File: src/hw/axi_pkg.sv
`default_nettype none

package axi_pkg;

  // ##################################################
  // channel field types.
  // ##################################################
  typedef logic [31:0] addr_t;
  typedef logic [31:0] data_t;
  typedef logic [3:0]  strb_t;
  typedef logic [3:0]  id_t;
  typedef logic [7:0]  len_t;
  typedef logic [2:0]  size_t;
  typedef logic [1:0]  burst_t;
  typedef logic [1:0]  resp_t;

  // response codes.
  localparam resp_t RESP_OKAY   = 2'b00;
  localparam resp_t RESP_SLVERR = 2'b10;

  // ##################################################
  // core-local interruptor address map.
  // ##################################################
  localparam addr_t CLINT_BASE = 32'h0200_0000;
  localparam addr_t CLINT_LAST = 32'h0200_FFFF;

  // offsets inside the CLINT window.
  localparam logic [15:0] MTIME_LO_OFS = 16'hBFF8;
  localparam logic [15:0] MTIME_HI_OFS = 16'hBFFC;

endpackage

`default_nettype wire
File: src/hw/clint_slave.sv
`timescale 1ns/1ps
`default_nettype none

module clint_slave import axi_pkg::*; (
  input  wire   clock,
  input  wire   reset,
  input  wire   c_arvalid_i,
  input  addr_t c_araddr_i,
  input  id_t   c_arid_i,
  output logic  c_arready_o,
  output logic  c_rvalid_o,
  output data_t c_rdata_o,
  output resp_t c_rresp_o,
  output id_t   c_rid_o,
  output logic  c_rlast_o,
  input  wire   c_rready_i
);

  logic [63:0] mtime;
  logic        busy;
  logic [15:0] ofs_q;
  logic [63:0] snap_q;
  id_t         id_q;

  // free running machine timer.
  always_ff @(posedge clock) begin
    if (reset) begin
      mtime <= '0;
    end else begin
      mtime <= mtime + 64'd1;
    end
  end

  // ##################################################
  // single-beat read machine.
  // ##################################################
  always_ff @(posedge clock) begin
    if (reset) begin
      busy <= 1'b0;
    end else if (c_arvalid_i && c_arready_o) begin
      busy <= 1'b1;
    end else if (c_rready_i) begin
      busy <= 1'b0;
    end
  end

  // offset, id and timer value as seen at the AR handshake.
  always_ff @(posedge clock) begin
    if (c_arvalid_i && c_arready_o) begin
      ofs_q  <= c_araddr_i[15:0];
      snap_q <= mtime;
      id_q   <= c_arid_i;
    end
  end

  assign c_arready_o = !busy;
  assign c_rvalid_o  = busy;
  assign c_rlast_o   = busy;
  assign c_rid_o     = id_q;

  always_comb begin
    c_rdata_o = '0;
    c_rresp_o = RESP_SLVERR;
    if (ofs_q == MTIME_LO_OFS) begin
      c_rdata_o = snap_q[31:0];
      c_rresp_o = RESP_OKAY;
    end else if (ofs_q == MTIME_HI_OFS) begin
      c_rdata_o = snap_q[63:32];
      c_rresp_o = RESP_OKAY;
    end
  end

endmodule

`default_nettype wire

File: config.mk
export PLATFORM = sky130hd
export DESIGN_NAME = clint_slave
export DESIGN_NICKNAME = d
export VERILOG_FILES = /design/src/hw/axi_pkg.sv /design/src/hw/clint_slave.sv
export SDC_FILE = /design/constraint.sdc
export NUM_CORES = 1
export LEC_CHECK = 0
export BUFFER_PORTS_ARGS = -buffer_cell sky130_fd_sc_hd__buf_2
export CORE_UTILIZATION = 50
export CTS_BUF_LIST = sky130_fd_sc_hd__clkbuf_8
export CTS_CLUSTER_DIAMETER = 60
export DETAILED_ROUTE_END_ITERATION = 6
export PLACE_DENSITY_LB_ADDON = 0.1
export SYNTH_ARGS = -nofsm -noshare
export SYNTH_HDL_FRONTEND = slang
export SYNTH_SLANG_ARGS = --single-unit
File: constraint.sdc
create_clock -name clock -period 6.4 [get_ports clock]
set_input_delay 0.32 -clock clock [delete_from_list [all_inputs] [get_ports clock]]
set_output_delay 0.32 -clock clock [all_outputs]
set_load 0.05 [all_outputs]
==> flow_summary_export.csv <==
group,metric,value,unit
timing,relSlewSlack,0.1863,
placed_design,dp_hpwl,8.136,mm
timing,drv_slew,0,
layout,final_cell_mix,"85 x nor2_1, 84 x edfxtp_1, 65 x dfxtp_1",
placed_design,gp_congestion,0.8045,
power_and_ir_drop,p_comb_frac,0.036,
power_and_ir_drop,p_per_area,270.9,nW/um^2
synth,synth_fp_nets,572,
synth,synth_compound_area_frac,0.05055,
layout,finish.instance_area,7126,um^2
clock_tree,clockBufferDepth,2,
synth,synth-seq-cells,149,
run_status,status,"finished, final reports clean",
layout,regArea,3824,um^2
drt,first_pass_iters,5,
die,core,12060,um^2
placed_design,portBuffers,63,
synth,syn_area,6212,um^2
global_routing,grt_pass1_wl,19.80,mm
setup_path,r2r-start,"mtime[12]$_SDFF_PP0_",
timing,hold_viol,0,
synth,synthArstFlopShare,0,
timing,fin_setup_tns,0,ns
min_path,min-delay-start,"c_araddr_i[3]",
setup_path,crit_chain,"nand3_1, nor4_2, nand4_1, or4_1, a21oi_1",
die,start_util,0.5150,
setup_path,cp_data_required_time,6.77,ns
timing,worstMarginPinSlew,1.210,ns
synth,synth_ff_type,"edfxtp_1",
clock_tree,htree_levels,4,
clock_tree,cts_root_buffer,"clkbuf_8",
setup_path,end_kind,"flop",
layout,n_antenna_cell,0,
clock_tree,post-cts-setup-buffer-count,0,
clock_tree,cts_num_sinks,149,
power_and_ir_drop,peakVddDrop,0.1590,mV
power_and_ir_drop,switching_share,0.2014,
timing,clock-skew-final,0.01062,ns
power_and_ir_drop,intPower,0.001542,W
drt,drt_iter0_drc,311,
drt,wl_per_cell,15.91,um
synth,synthXorXnorAreaFrac,0.05076,
synth,synth_top_area_frac,0.4060,
drt,num_vias,4279,
min_path,min_path_cells,1,
synth,synthTopCellsByArea,"edfxtp_1 41%, dfxtp_1 21%, mux2i_1 5.2%, nor2_1 5.1%, xor2_1 4.1%",
clock_tree,cts_resized,0,
setup_path,crit_fanout,12,
synth,synthAdderAreaFrac,0.002014,
layout,final_common_cell,"nor2_1",
synth,synthSimpleGateAreaFrac,0.2056,
clock_tree,clkTransAtPathRegs,0.08,ns
clock_tree,cts_tree,"done",
setup_path,r2r_slack,3.06,ns
global_routing,grt_usage,0.2030,
global_routing,grt_max_degree,85,
synth,synth.largest_area_cell,"edfxtp_1",
die,die_h,113.5,um
placed_design,place_area,6675,um^2
timing,setup_viol,0,
drt,ant_nets,0,
timing,finalCritPeriodShare,0.5217,
synth,synth_edf_count,84,
setup_path,crit_arrival,3.71,ns
setup_path,worstReg2RegEnd,"mtime[60]$_SDFF_PP0_",
timing,rsz0062_at_grt,"false",
timing,fin_crit,3.339,ns
layout,final_cells,777,
die,chipWidth,113.5,um
layout,fillers,1033,
die,die-area,12870,um^2
power_and_ir_drop,p_clk_frac,0.419,
synth,avgSynthCellArea,11.70,um^2
power_and_ir_drop,power.switching,0.0003888,W
layout,utilization,0.5908,
global_routing,grt_pass1_vias,4016,
setup_path,start_kind,"flop",
global_routing,antenna_found_initial,0,
synth,synthMuxAreaShare,0.05156,
power_and_ir_drop,power_leakage,2.610,nW
timing,max_freq,299.5,MHz
setup_path,critPathTopFamily,"simple AND/OR/NAND/NOR gates",
synth,synth_top_family_by_area,"simple AND/OR/NAND/NOR gates",
global_routing,grt-ovfl-total,0,
clock_tree,worstSkewPairLatency,0.44,ns
synth,yosysSeqAreaShare,0.6155,
setup_path,slowest_stage,"nor4_2",
placed_design,dpl.cell_count,745,
die,io_pins,81,
setup_path,ff2ff_path_depth,5,
min_path,hold-path-endpoint,"ofs_q[3]$_DFFE_PP_",
layout,area_delta_synth_final,14.70,%
flow_run,drv_cap,0,
layout,nNetsFinal,637,
drt,wirelength,12.36,mm
layout,multi_input_area,2251,um^2
synth,synthDistinctLibCells,46,
clock_tree,cts_buffers,17,
min_path,min_path_type,"input port to flop",
clock_tree,cts.hold.buffers_added,0,
drt,drc,0,
setup_path,crit_buf_inv,0,
die,std_cell_rows,40,
drt,avgViaCountPerCell,5.507,
setup_path,cpPeakStageDelay,1.09,ns
layout,layout-drive-gt1-share,0.1987,
setup_path,critPathKind,"flop to flop",
synth,ys_warn_count,0,
power_and_ir_drop,p_seq_frac,0.545,
synth,synthCells,531,
-- synthesized netlist by cell type (3+ instances only) --
master    instances
xor2_1           29
nor4_1            4
nor3_1            4
o31ai_1          10
nand4_1          29
nor2_1           85
nor4_4            3
o21ai_0          11
edfxtp_1         84
inv_1             8
mux2i_1          32
nor4_2            4
nand2_1          22
dfxtp_1          65
nor2b_1           3
nand3_1          28
buf_1             3
a21oi_1          23
or4_1            12
or3_1             9
nand3_2           6
and3_1            6
clkbuf_1         14
xnor2_1           7
-- layout make-up --
| cell class | instances | share of cell area |
|---|---|---|
| inverter | 8 | 0.004214 |
| sequential | 149 | 0.5366 |
| multi-input combinational | 351 | 0.3159 |
| clock inverter | 13 | 0.02651 |
| tap | 168 | 0.02950 |
| timing repair buffer | 69 | 0.05057 |
| clock buffer | 19 | 0.03670 |
-- flip-flops by register name (all words and copies together), names as in the netlist --
signal	count
mtime	64
snap_q	64
ofs_q	16
c_rid_o	4
c_rlast_o	1
-- metal layers --
metal	GRT usage	part of all wire
met5	0	0
met3	0.04942	0.056
met2	0.3276	0.48
met4	0.09561	0.014
met1	0.2580	0.45
-- metrics by stage --
stage / hold WS, ns / power (W) / setup WS (ns)
after floorplan: 0.4064 / 0.001127 / 1.590
after global placement: 0.4512 / 0.001143 / 3.207
after detailed placement: 0.4701 / 0.001146 / 3.112
after CTS: 0.01804 / 0.001949 / 3.128
after global routing: 0.01749 / 0.001999 / 2.874
final: 0.05203 / 0.001930 / 3.061
-- how the worst max path moves through the flow --
stage,from,slack (ns),depth (start not counted),endpoint
global placement,mtime[12]$_SDFF_PP0_,3.21,5,mtime[60]$_SDFF_PP0_
finish,mtime[12]$_SDFF_PP0_,3.06,5,mtime[60]$_SDFF_PP0_
global route,mtime[12]$_SDFF_PP0_,2.87,5,mtime[60]$_SDFF_PP0_
floorplan,c_rlast_o$_SDFFE_PP0P_,1.59,1,c_rid_o[0]$_DFFE_PP_
detailed placement,mtime[12]$_SDFF_PP0_,3.11,5,mtime[60]$_SDFF_PP0_
CTS,mtime[12]$_SDFF_PP0_,3.13,5,mtime[60]$_SDFF_PP0_
-- cells by family (layout without fill, tap and decap cells) --
family,Yosys count,after routing
xor+xnor,36,36
buf+inv,31,109
other cells,1,1
simple gates,229,229
compound gates,52,52
fa+ha+maj,1,1
flops,149,149
mux,32,32
-- power by group through the flow --
stage	combinational, W	sequential, W	clock, W
final	0.0000695	0.00105	0.000808
after floorplan	0.0000451	0.00108	0
after global placement	0.0000696	0.00107	0
after global routing	0.0000762	0.00106	0.000867
after CTS	0.0000711	0.00105	0.000824
after detailed placement	0.0000710	0.00108	0
(Power assumes the default switching activity.)
