===== config.mk =====
export PLATFORM = sky130hd
export DESIGN_NAME = bus_arbiter
export DESIGN_NICKNAME = d
export VERILOG_FILES = /design/src/hw/axi_pkg.sv /design/src/hw/bus_arbiter.sv
export SDC_FILE = /design/constraint.sdc
export NUM_CORES = 1
export LEC_CHECK = 0
export BUFFER_PORTS_ARGS = -buffer_cell sky130_fd_sc_hd__buf_2
export CAP_MARGIN = 0
export CORE_AREA = 2 2 215 217
export DETAILED_ROUTE_END_ITERATION = 8
export DIE_AREA = 0 0 217 219
export MAX_ROUTING_LAYER = met4
export SLEW_MARGIN = 10
export SYNTH_ARGS = -nofsm -noshare
export SYNTH_HDL_FRONTEND = slang
export SYNTH_SLANG_ARGS = --single-unit

===== constraint.sdc =====
create_clock -name clock -period 1.8 [get_ports clock]
set_clock_uncertainty 0.15 [all_clocks]
set_input_delay 0.27 -clock clock [delete_from_list [all_inputs] [get_ports clock]]
set_output_delay 0.27 -clock clock [all_outputs]
set_load 0.02 [all_outputs]

===== src/hw/axi_pkg.sv =====
`default_nettype none

package axi_pkg;

  // ##################################################
  // channel field types.
  // ##################################################
  typedef logic [31:0] addr_t;
  typedef logic [31:0] data_t;
  typedef logic [3:0]  strb_t;
  typedef logic [3:0]  id_t;
  typedef logic [7:0]  len_t;
  typedef logic [2:0]  size_t;
  typedef logic [1:0]  burst_t;
  typedef logic [1:0]  resp_t;

  // response codes.
  localparam resp_t RESP_OKAY   = 2'b00;
  localparam resp_t RESP_SLVERR = 2'b10;

  // ##################################################
  // core-local interruptor address map.
  // ##################################################
  localparam addr_t CLINT_BASE = 32'h0200_0000;
  localparam addr_t CLINT_LAST = 32'h0200_FFFF;

  // offsets inside the CLINT window.
  localparam logic [15:0] MTIME_LO_OFS = 16'hBFF8;
  localparam logic [15:0] MTIME_HI_OFS = 16'hBFFC;

endpackage

`default_nettype wire

===== src/hw/bus_arbiter.sv =====
`timescale 1ns/1ps
`default_nettype none

module bus_arbiter import axi_pkg::*; (
  input  wire    clock,
  input  wire    reset,

  // IFU read master.
  input  wire    ifu_arvalid_i,
  input  addr_t  ifu_araddr_i,
  input  id_t    ifu_arid_i,
  input  len_t   ifu_arlen_i,
  input  size_t  ifu_arsize_i,
  input  burst_t ifu_arburst_i,
  output logic   ifu_arready_o,
  output logic   ifu_rvalid_o,
  output data_t  ifu_rdata_o,
  output resp_t  ifu_rresp_o,
  output id_t    ifu_rid_o,
  output logic   ifu_rlast_o,
  input  wire    ifu_rready_i,

  // EXU read and write master.
  input  wire    exu_arvalid_i,
  input  addr_t  exu_araddr_i,
  input  id_t    exu_arid_i,
  input  len_t   exu_arlen_i,
  input  size_t  exu_arsize_i,
  input  burst_t exu_arburst_i,
  output logic   exu_arready_o,
  output logic   exu_rvalid_o,
  output data_t  exu_rdata_o,
  output resp_t  exu_rresp_o,
  output id_t    exu_rid_o,
  output logic   exu_rlast_o,
  input  wire    exu_rready_i,
  input  wire    exu_awvalid_i,
  input  addr_t  exu_awaddr_i,
  input  id_t    exu_awid_i,
  input  len_t   exu_awlen_i,
  input  size_t  exu_awsize_i,
  input  burst_t exu_awburst_i,
  output logic   exu_awready_o,
  input  wire    exu_wvalid_i,
  input  data_t  exu_wdata_i,
  input  strb_t  exu_wstrb_i,
  input  wire    exu_wlast_i,
  output logic   exu_wready_o,
  output logic   exu_bvalid_o,
  output resp_t  exu_bresp_o,
  output id_t    exu_bid_o,
  input  wire    exu_bready_i,

  // memory slave.
  output logic   mem_arvalid_o,
  output addr_t  mem_araddr_o,
  output id_t    mem_arid_o,
  output len_t   mem_arlen_o,
  output size_t  mem_arsize_o,
  output burst_t mem_arburst_o,
  input  wire    mem_arready_i,
  input  wire    mem_rvalid_i,
  input  data_t  mem_rdata_i,
  input  resp_t  mem_rresp_i,
  input  id_t    mem_rid_i,
  input  wire    mem_rlast_i,
  output logic   mem_rready_o,
  output logic   mem_awvalid_o,
  output addr_t  mem_awaddr_o,
  output id_t    mem_awid_o,
  output len_t   mem_awlen_o,
  output size_t  mem_awsize_o,
  output burst_t mem_awburst_o,
  input  wire    mem_awready_i,
  output logic   mem_wvalid_o,
  output data_t  mem_wdata_o,
  output strb_t  mem_wstrb_o,
  output logic   mem_wlast_o,
  input  wire    mem_wready_i,
  input  wire    mem_bvalid_i,
  input  resp_t  mem_bresp_i,
  input  id_t    mem_bid_i,
  output logic   mem_bready_o,

  // CLINT slave, read only.
  output logic   clint_arvalid_o,
  output addr_t  clint_araddr_o,
  output id_t    clint_arid_o,
  input  wire    clint_arready_i,
  input  wire    clint_rvalid_i,
  input  data_t  clint_rdata_i,
  input  resp_t  clint_rresp_i,
  input  id_t    clint_rid_i,
  input  wire    clint_rlast_i,
  output logic   clint_rready_o
);

  typedef enum logic [2:0] {
    ST_IDLE,
    ST_IFU_RD,
    ST_EXU_RD,
    ST_EXU_WR,
    ST_CLINT_RD
  } grant_t;

  grant_t state_q;
  grant_t state_d;
  logic   in_clint;

  // EXU reads inside the CLINT window go to the timer.
  assign in_clint = (exu_araddr_i >= CLINT_BASE) && (exu_araddr_i <= CLINT_LAST);

  // ##################################################
  // grant state machine.
  // ##################################################
  always_ff @(posedge clock) begin
    if (reset) begin
      state_q <= ST_IDLE;
    end else begin
      state_q <= state_d;
    end
  end

  // fixed priority: EXU read, EXU write, IFU read.
  always_comb begin
    state_d = state_q;
    case (state_q)
      ST_IDLE: begin
        if (exu_arvalid_i) begin
          state_d = in_clint ? ST_CLINT_RD : ST_EXU_RD;
        end else if (exu_awvalid_i) begin
          state_d = ST_EXU_WR;
        end else if (ifu_arvalid_i) begin
          state_d = ST_IFU_RD;
        end
      end
      ST_IFU_RD: begin
        if (mem_rvalid_i && ifu_rready_i && mem_rlast_i) state_d = ST_IDLE;
      end
      ST_EXU_RD: begin
        if (mem_rvalid_i && exu_rready_i && mem_rlast_i) state_d = ST_IDLE;
      end
      ST_EXU_WR: begin
        if (mem_bvalid_i && exu_bready_i) state_d = ST_IDLE;
      end
      ST_CLINT_RD: begin
        if (clint_rvalid_i && exu_rready_i && clint_rlast_i) state_d = ST_IDLE;
      end
      default: state_d = ST_IDLE;
    endcase
  end

  // ##################################################
  // channel steering.
  // ##################################################
  always_comb begin
    // nothing granted: all valids, readies and payloads low.
    ifu_arready_o   = 1'b0;
    ifu_rvalid_o    = 1'b0;
    ifu_rdata_o     = '0;
    ifu_rresp_o     = '0;
    ifu_rid_o       = '0;
    ifu_rlast_o     = 1'b0;
    exu_arready_o   = 1'b0;
    exu_rvalid_o    = 1'b0;
    exu_rdata_o     = '0;
    exu_rresp_o     = '0;
    exu_rid_o       = '0;
    exu_rlast_o     = 1'b0;
    exu_awready_o   = 1'b0;
    exu_wready_o    = 1'b0;
    exu_bvalid_o    = 1'b0;
    exu_bresp_o     = '0;
    exu_bid_o       = '0;
    mem_arvalid_o   = 1'b0;
    mem_araddr_o    = '0;
    mem_arid_o      = '0;
    mem_arlen_o     = '0;
    mem_arsize_o    = '0;
    mem_arburst_o   = '0;
    mem_rready_o    = 1'b0;
    mem_awvalid_o   = 1'b0;
    mem_awaddr_o    = '0;
    mem_awid_o      = '0;
    mem_awlen_o     = '0;
    mem_awsize_o    = '0;
    mem_awburst_o   = '0;
    mem_wvalid_o    = 1'b0;
    mem_wdata_o     = '0;
    mem_wstrb_o     = '0;
    mem_wlast_o     = 1'b0;
    mem_bready_o    = 1'b0;
    clint_arvalid_o = 1'b0;
    clint_araddr_o  = '0;
    clint_arid_o    = '0;
    clint_rready_o  = 1'b0;
    case (state_q)
      ST_IFU_RD: begin
        mem_arvalid_o = ifu_arvalid_i;
        mem_araddr_o  = ifu_araddr_i;
        mem_arid_o    = ifu_arid_i;
        mem_arlen_o   = ifu_arlen_i;
        mem_arsize_o  = ifu_arsize_i;
        mem_arburst_o = ifu_arburst_i;
        ifu_arready_o = mem_arready_i;
        ifu_rvalid_o  = mem_rvalid_i;
        ifu_rdata_o   = mem_rdata_i;
        ifu_rresp_o   = mem_rresp_i;
        ifu_rid_o     = mem_rid_i;
        ifu_rlast_o   = mem_rlast_i;
        mem_rready_o  = ifu_rready_i;
      end
      ST_EXU_RD: begin
        mem_arvalid_o = exu_arvalid_i;
        mem_araddr_o  = exu_araddr_i;
        mem_arid_o    = exu_arid_i;
        mem_arlen_o   = exu_arlen_i;
        mem_arsize_o  = exu_arsize_i;
        mem_arburst_o = exu_arburst_i;
        exu_arready_o = mem_arready_i;
        exu_rvalid_o  = mem_rvalid_i;
        exu_rdata_o   = mem_rdata_i;
        exu_rresp_o   = mem_rresp_i;
        exu_rid_o     = mem_rid_i;
        exu_rlast_o   = mem_rlast_i;
        mem_rready_o  = exu_rready_i;
      end
      ST_EXU_WR: begin
        mem_awvalid_o = exu_awvalid_i;
        mem_awaddr_o  = exu_awaddr_i;
        mem_awid_o    = exu_awid_i;
        mem_awlen_o   = exu_awlen_i;
        mem_awsize_o  = exu_awsize_i;
        mem_awburst_o = exu_awburst_i;
        exu_awready_o = mem_awready_i;
        mem_wvalid_o  = exu_wvalid_i;
        mem_wdata_o   = exu_wdata_i;
        mem_wstrb_o   = exu_wstrb_i;
        mem_wlast_o   = exu_wlast_i;
        exu_wready_o  = mem_wready_i;
        exu_bvalid_o  = mem_bvalid_i;
        exu_bresp_o   = mem_bresp_i;
        exu_bid_o     = mem_bid_i;
        mem_bready_o  = exu_bready_i;
      end
      ST_CLINT_RD: begin
        clint_arvalid_o = exu_arvalid_i;
        clint_araddr_o  = exu_araddr_i;
        clint_arid_o    = exu_arid_i;
        exu_arready_o   = clint_arready_i;
        exu_rvalid_o    = clint_rvalid_i;
        exu_rdata_o     = clint_rdata_i;
        exu_rresp_o     = clint_rresp_i;
        exu_rid_o       = clint_rid_i;
        exu_rlast_o     = clint_rlast_i;
        clint_rready_o  = exu_rready_i;
      end
      default: begin
      end
    endcase
  end

endmodule

`default_nettype wire


==> results_dict.tcl, run 1 <==
set metrics [dict create \
    avgSynthCellArea_um2 6.885 \
    grt_max_degree 47 \
    syn-num-nets 624 \
    clk_path_buf_depth 2 \
    grt_pass1_wl_um 35620 \
    num_rows 78 \
    drtPass1Iterations 4 \
    hold_depth 2 \
    top_level_ports 553 \
    clkSinkCount 3 \
    post-route-min-period_ns 2.107 \
    regMostFlops "state_q" \
    drive_gt1_share_pct 76.90 \
    violations "setup timing" \
    leakage_nw 4.379 \
    critPathLaunchType "flop" \
    yosysSeqAreaShare_pct 2.565 \
    cp_slowest_stage_delay_ns 0.35 \
    die_w_um 217 \
    place_area_um2 5907 \
    cts_buffers 3 \
    cp_max_fo 9 \
    worstSetupPathType "flop to output pin" \
    drt-wirelength-per-cell_um 19.54 \
    min_from "reset" \
    rrSetupSlack_ns -0.06 \
    min_to "state_q[0]" \
    drt_iter0_drc 233 \
    hpwl_um 21290 \
    critPathRequiredTime_ns 1.38 \
    grt_pass1_vias 4997 \
    critPathCaptureType "output pin" \
    period_share_pct 117.1 \
    place_congestion 0.9086 \
    gr-total-overflow 0 \
    yosysWarnings 0 \
    synthTopCellsByArea "and2_1 (47%), a22o_1 (34%), buf_2 (3.4%)" \
    netlist.area_leader.share_pct 47.30 \
    cts_tree "done" \
    portBuffers 552 \
    clock-root-buffer "clkbuf_16" \
    dieArea_um2 47520 \
    drtAntennaViolNets 0 \
    final_nets 1207 \
    maxSlewViolCount 0 \
    finalNonFillerCells 1541 \
    coreArea_um2 45090 \
    antenna_found_initial 25 \
    clk_latency_ns 0.22 \
    drc_errors 0 \
    path_cells "buf_6 > and3b_2 > buf_12 > buf_12 > buf_16 > and2_1 > buf_2" \
    syn_inst 340 \
    largest_registers "state_q x3" \
    slew_headroom_pct 79.09 \
    cpMostUsedCell "buf_12" \
    hp-class "input port to flop" \
    syn_area_um2 2341 \
    synth_commonest_cells "and2_1 (177), a22o_1 (92), clkbuf_1 (21)" \
    ys.flop_type "dfxtp_1" \
    async_flop_share_pct 0 \
    max_slew.worst_pin.slew_ns 0.3108 \
    start_util_pct 5.192 \
    drv_cap 0 \
    dieHeight_um 219 \
    power_density_nw_per_um2 630.6 \
    cp.arrival_ns 1.69 \
    clock.fmax_ghz 0.4745 \
    syn_to_final_growth_pct 259.2 \
    cts_max_level 1 \
    synth_seq_cells 3 \
    reg2reg_to "state_q[1]" \
    total_power_mw 5.302 \
    outcome "finished, violations left" \
    synth_top_area_cell "and2_1" \
    fin_area_um2 8408 \
    viasPerCell 3.454 \
    finalHoldViolations 0 \
    synth_cell_type_count 22 \
    rr_startpoint "state_q[0]" \
    setup_viol 271 \
    largest_reg_flops 3 \
    synth_edf_count 0 \
    critPathSlowestCell "dfxtp_4" \
    dp.cells 1474 \
    vias 5322 \
    worst_slack_ns -0.3075 \
    grt_usage_pct 10.83 \
    path_clk_slew_ns 0.03 \
    peakVddDrop_v 0.0002880 \
    rsz0062_at_grt "true" \
    yosysMostFrequentCell "and2_1" \
    drt-total-wl_um 30110 \
    reg2reg_depth 8 \
]
## through the flow
| stage | TNS (ns) | setup slack [ns] | utilization, % | hold WS, ns |
|---|---|---|---|---|
| detailed placement | -8.930 | -0.2153 | 13.10 | 0.3394 |
| CTS | -53.12 | -0.2708 | 16.88 | 0.09962 |
| floorplan | 0 | 0.09345 | - | 0.1891 |
| global placement | -5.306 | -0.1695 | 13.10 | 0.3381 |
| finish | -57.67 | -0.3075 | 18.65 | 0.1072 |
| global route | -74.44 | -0.3482 | 18.64 | 0.1223 |
## critical path, delay by kind of cell, from the launching register on
kind | cells | cell delay (ns)
buf+inv | 5 | 0.70
simple gates | 2 | 0.40
flops | 1 | 0.35
## metal layers
layer	GRT usage, %	vias to the layer above	part of all wire, %
met5	-	-	0
met4	2.763	0	2.8
met3	3.202	51	11
met2	19.50	446	51
met1	11.59	2420	35
li1	-	2405	-
## report_power, final
group	switching, mW	internal [mW]	total, mW
logic	2.34	2.51	4.84
registers	0.0195	0.0848	0.104
clock network	0.0624	0.292	0.355
total	2.42	2.88	5.30
## cell families (layout without fill, tap and decap cells)
| kind of cell | after synthesis | count (layout) | share of synthesized area (%) |
|---|---|---|---|
| simple gates | 199 | 199 | 53.82 |
| compound gates | 98 | 98 | 36.24 |
| buf+inv | 40 | 622 | 7.376 |
| flops | 3 | 3 | 2.566 |
| other cells | 0 | 19 | 0 |
## cells in the final DEF, fill, tap and decap left out, types with 4 or more instances in the layout
| master | n |
|---|---|
| nor2_1 | 4 |
| buf_4 | 38 |
| buf_2 | 370 |
| a22o_1 | 85 |
| diode_2 | 19 |
| clkbuf_16 | 15 |
| buf_16 | 15 |
| buf_6 | 160 |
| and2_1 | 102 |
| a22o_4 | 7 |
| buf_12 | 19 |
| and2_4 | 75 |
## timing repair
item | CTS | global route
gates resized for setup | 337 | 135
hold buffers | 0 | 0
endpoints found under the hold margin | 0 | 0
gates cloned | 13 | 14
buffers inserted | 15 | 5
endpoints found under the setup margin | 268 | 271
pin swaps | 37 | 27
## area by class of cell
| class | instances | area, µm² |
|---|---|---|
| Fill cell | 5006 | 36680 |
| Timing Repair Buffer | 617 | 5087 |
| Multi-Input combinational cell | 297 | 2371 |
| Tap cell | 600 | 750.7 |
| Clock buffer | 4 | 78.83 |
| Sequential cell | 3 | 68.82 |
| Antenna cell | 19 | 47.55 |
| Inverter | 1 | 3.754 |
## worst max path at each step
stage	start	endpoint	slack (ns)	cells after the start
floorplan	state_q[1]	exu_bid_o[0]	0.09	5
global placement	state_q[1]	exu_rdata_o[4]	-0.17	4
detailed placement	state_q[1]	exu_rdata_o[4]	-0.22	4
CTS	state_q[0]	clint_araddr_o[2]	-0.27	8
global route	state_q[0]	exu_rdata_o[27]	-0.35	7
finish	state_q[1]	mem_awaddr_o[2]	-0.31	7
(Power assumes the default switching activity.)
==> run 2: changes to the inputs <==
--- a/config.mk
+++ b/config.mk
@@ -5,13 +5,13 @@
 export SDC_FILE = /design/constraint.sdc
 export NUM_CORES = 1
 export LEC_CHECK = 0
+export ABC_AREA = 1
 export BUFFER_PORTS_ARGS = -buffer_cell sky130_fd_sc_hd__buf_2
 export CAP_MARGIN = 0
 export CORE_AREA = 2 2 215 217
 export DETAILED_ROUTE_END_ITERATION = 8
 export DIE_AREA = 0 0 217 219
 export MAX_ROUTING_LAYER = met4
-export SLEW_MARGIN = 10
 export SYNTH_ARGS = -nofsm -noshare
 export SYNTH_HDL_FRONTEND = slang
 export SYNTH_SLANG_ARGS = --single-unit
==> results_dict.tcl, run 2 <==
set metrics [dict create \
    outcome "finished, violations left" \
    cp_max_fo 6 \
    syn-num-nets 914 \
    place_area_um2 6392 \
    largest_reg_flops 3 \
    final_nets 1499 \
    hp-class "input port to flop" \
    clkSinkCount 3 \
    viasPerCell 3.501 \
    maxSlewViolCount 0 \
    grt_pass1_vias 5792 \
    synth_seq_cells 3 \
    finalHoldViolations 0 \
    reg2reg_to "state_q[1]" \
    grt_max_degree 41 \
    finalNonFillerCells 1816 \
    fin_util_pct 19.97 \
    drc_errors 0 \
    syn_area_um2 2700 \
    p_sw_mw 5.184 \
    setup_viol 229 \
    worst_slack_ns -0.1793 \
    synth_commonest_cells "nor2_1 (198), inv_1 (182), o21ai_0 (74)" \
    ys.flop_type "dfxtp_1" \
    grt_pass1_wl_um 37360 \
    avgSynthCellArea_um2 4.286 \
    cts_tree "done" \
    critPathRequiredTime_ns 1.38 \
    clock.fmax_ghz 0.5052 \
    cts_buffers 3 \
    largest_registers "state_q x3" \
    drt-wirelength-per-cell_um 17.11 \
    grt_usage_pct 11.13 \
    rr_startpoint "state_q[1]" \
    critPathCaptureType "output pin" \
    dieArea_um2 47520 \
    fin_hold_ws_ns 0.06694 \
    antenna_found_initial 5 \
    netlist.area_leader.share_pct 27.53 \
    hold_buffers 0 \
    yosysWarnings 0 \
    yosysSeqAreaShare_pct 2.224 \
    syn_to_final_growth_pct 233.4 \
    nFillCells 5087 \
    drtPass1Iterations 4 \
    rrSetupSlack_ns -0.03 \
    min_from "reset" \
    drtAntennaViolNets 0 \
    sequentialPowerShare_pct 1.0 \
    post-route-min-period_ns 1.979 \
    dp.cells 1775 \
    cts_max_level 1 \
    fin_area_um2 9002 \
    drive_gt1_share_pct 62.85 \
    period_share_pct 110.0 \
    gr-total-overflow 0 \
    hold_depth 2 \
    syn_inst 630 \
    power_density_nw_per_um2 1106 \
    worstSetupPathType "flop to output pin" \
    drv_cap 0 \
    rsz0062_at_grt "true" \
    vias 6358 \
    clk_path_buf_depth 2 \
    clock-root-buffer "clkbuf_16" \
    cp.arrival_ns 1.56 \
    async_flop_share_pct 0 \
    regMostFlops "state_q" \
    switching_share_pct 52.08 \
    synthTopCellsByArea "nor2_1 (28%), inv_1 (25%), o21ai_0 (14%)" \
    intPower_mw 4.770 \
    drt_iter0_drc 327 \
    clk_latency_ns 0.22 \
    final_common_cell "buf_2" \
    coreArea_um2 45090 \
    total_power_mw 9.953 \
    min_to "state_q[2]" \
    synth_cell_type_count 20 \
    leakage_nw 5.178 \
    yosysMostFrequentCell "nor2_1" \
    dieHeight_um 219 \
    path_clk_slew_ns 0.03 \
    top_level_ports 553 \
    power_frac_clock_pct 3.5 \
    peakVddDrop_v 0.0006211 \
    max_slew.worst_pin.slew_ns 0.3757 \
    p_comb_share_pct 95.4 \
    crit_start "state_q[2]" \
    critPathLaunchType "flop" \
    die_w_um 217 \
    synth_edf_count 0 \
    num_rows 78 \
    hpwl_um 21800 \
    portBuffers 552 \
    synth_top_area_cell "nor2_1" \
    slew_headroom_pct 74.86 \
    reg2reg_depth 11 \
    seq_area_um2 66.31 \
    drt-total-wl_um 31060 \
    fin_setup_tns_ns -21.16 \
    violations "setup timing" \
    multi_input_comb_area_um2 2551 \
    place_ws_ns -0.03638 \
    place_congestion 0.8915 \
    most-common-layout-cells "buf_2 (358), inv_1 (180), nor2_1 (149)" \
    start_util_pct 5.988 \
]
[run 2: logic make-up (layout without fill, tap and decap cells)]
group | count (synthesis) | after routing | share of synthesized area (%)
other | 0 | 2 | 0
AOI/OAI and AO/OA | 96 | 96 | 19.69
DFF | 3 | 3 | 2.224
buffers and inverters | 227 | 811 | 32.76
and+or+nand+nor | 304 | 304 | 45.32
[run 2: final cells by class]
class / count / share of cell area, %
antenna: 2 / 0.05559
clock buffer: 4 / 0.8756
inverter: 186 / 8.089
multi-input combinational: 400 / 28.34
sequential: 3 / 0.7366
tap: 600 / 8.339
timing repair buffer: 621 / 53.56
[run 2: critical path, cell delays in order (launching register included)]
cell and delay, ns:
dfxtp_4 0.35, buf_6 0.12, nor2_4 0.13, nand2_8 0.11
buf_6 0.15, buf_16 0.15, o21ai_1 0.15, buf_4 0.17
[run 2: worst max path at each step]
| stage | to | slack (ns) | depth (start not counted) |
|---|---|---|---|
| floorplan | exu_rdata_o[0] | -0.05 | 6 |
| global placement | mem_araddr_o[20] | -0.03 | 8 |
| detailed placement | exu_rdata_o[3] | -0.04 | 7 |
| CTS | mem_arvalid_o | -0.17 | 7 |
| global route | mem_arvalid_o | -0.23 | 7 |
| finish | mem_araddr_o[23] | -0.18 | 7 |
[run 2: power groups by stage]
| stage | registers (mW) | clock network, mW | logic, mW |
|---|---|---|---|
| floorplan | 0.115 | 0 | 3.10 |
| global placement | 0.0994 | 0 | 5.70 |
| detailed placement | 0.0987 | 0 | 5.70 |
| CTS | 0.104 | 0.357 | 8.09 |
| global route | 0.109 | 0.360 | 9.96 |
| finish | 0.104 | 0.349 | 9.50 |
[run 2: per-layer routing]
metal	track usage (%)	part of all wire, %	up-vias
li1	-	-	3030
met2	21.59	53	411
met1	12.09	38	2887
met5	-	0	-
met3	1.649	7.0	30
met4	1.735	1.5	0
[run 2: what timing repair did]
| item | in CTS | in global routing |
|---|---|---|
| endpoints found under the setup margin | 264 | 269 |
| endpoints found under the hold margin | 0 | 0 |
| pin swaps | 7 | 13 |
| gates resized for setup | 357 | 269 |
| cloned | 12 | 11 |
| buffers inserted | 14 | 2 |
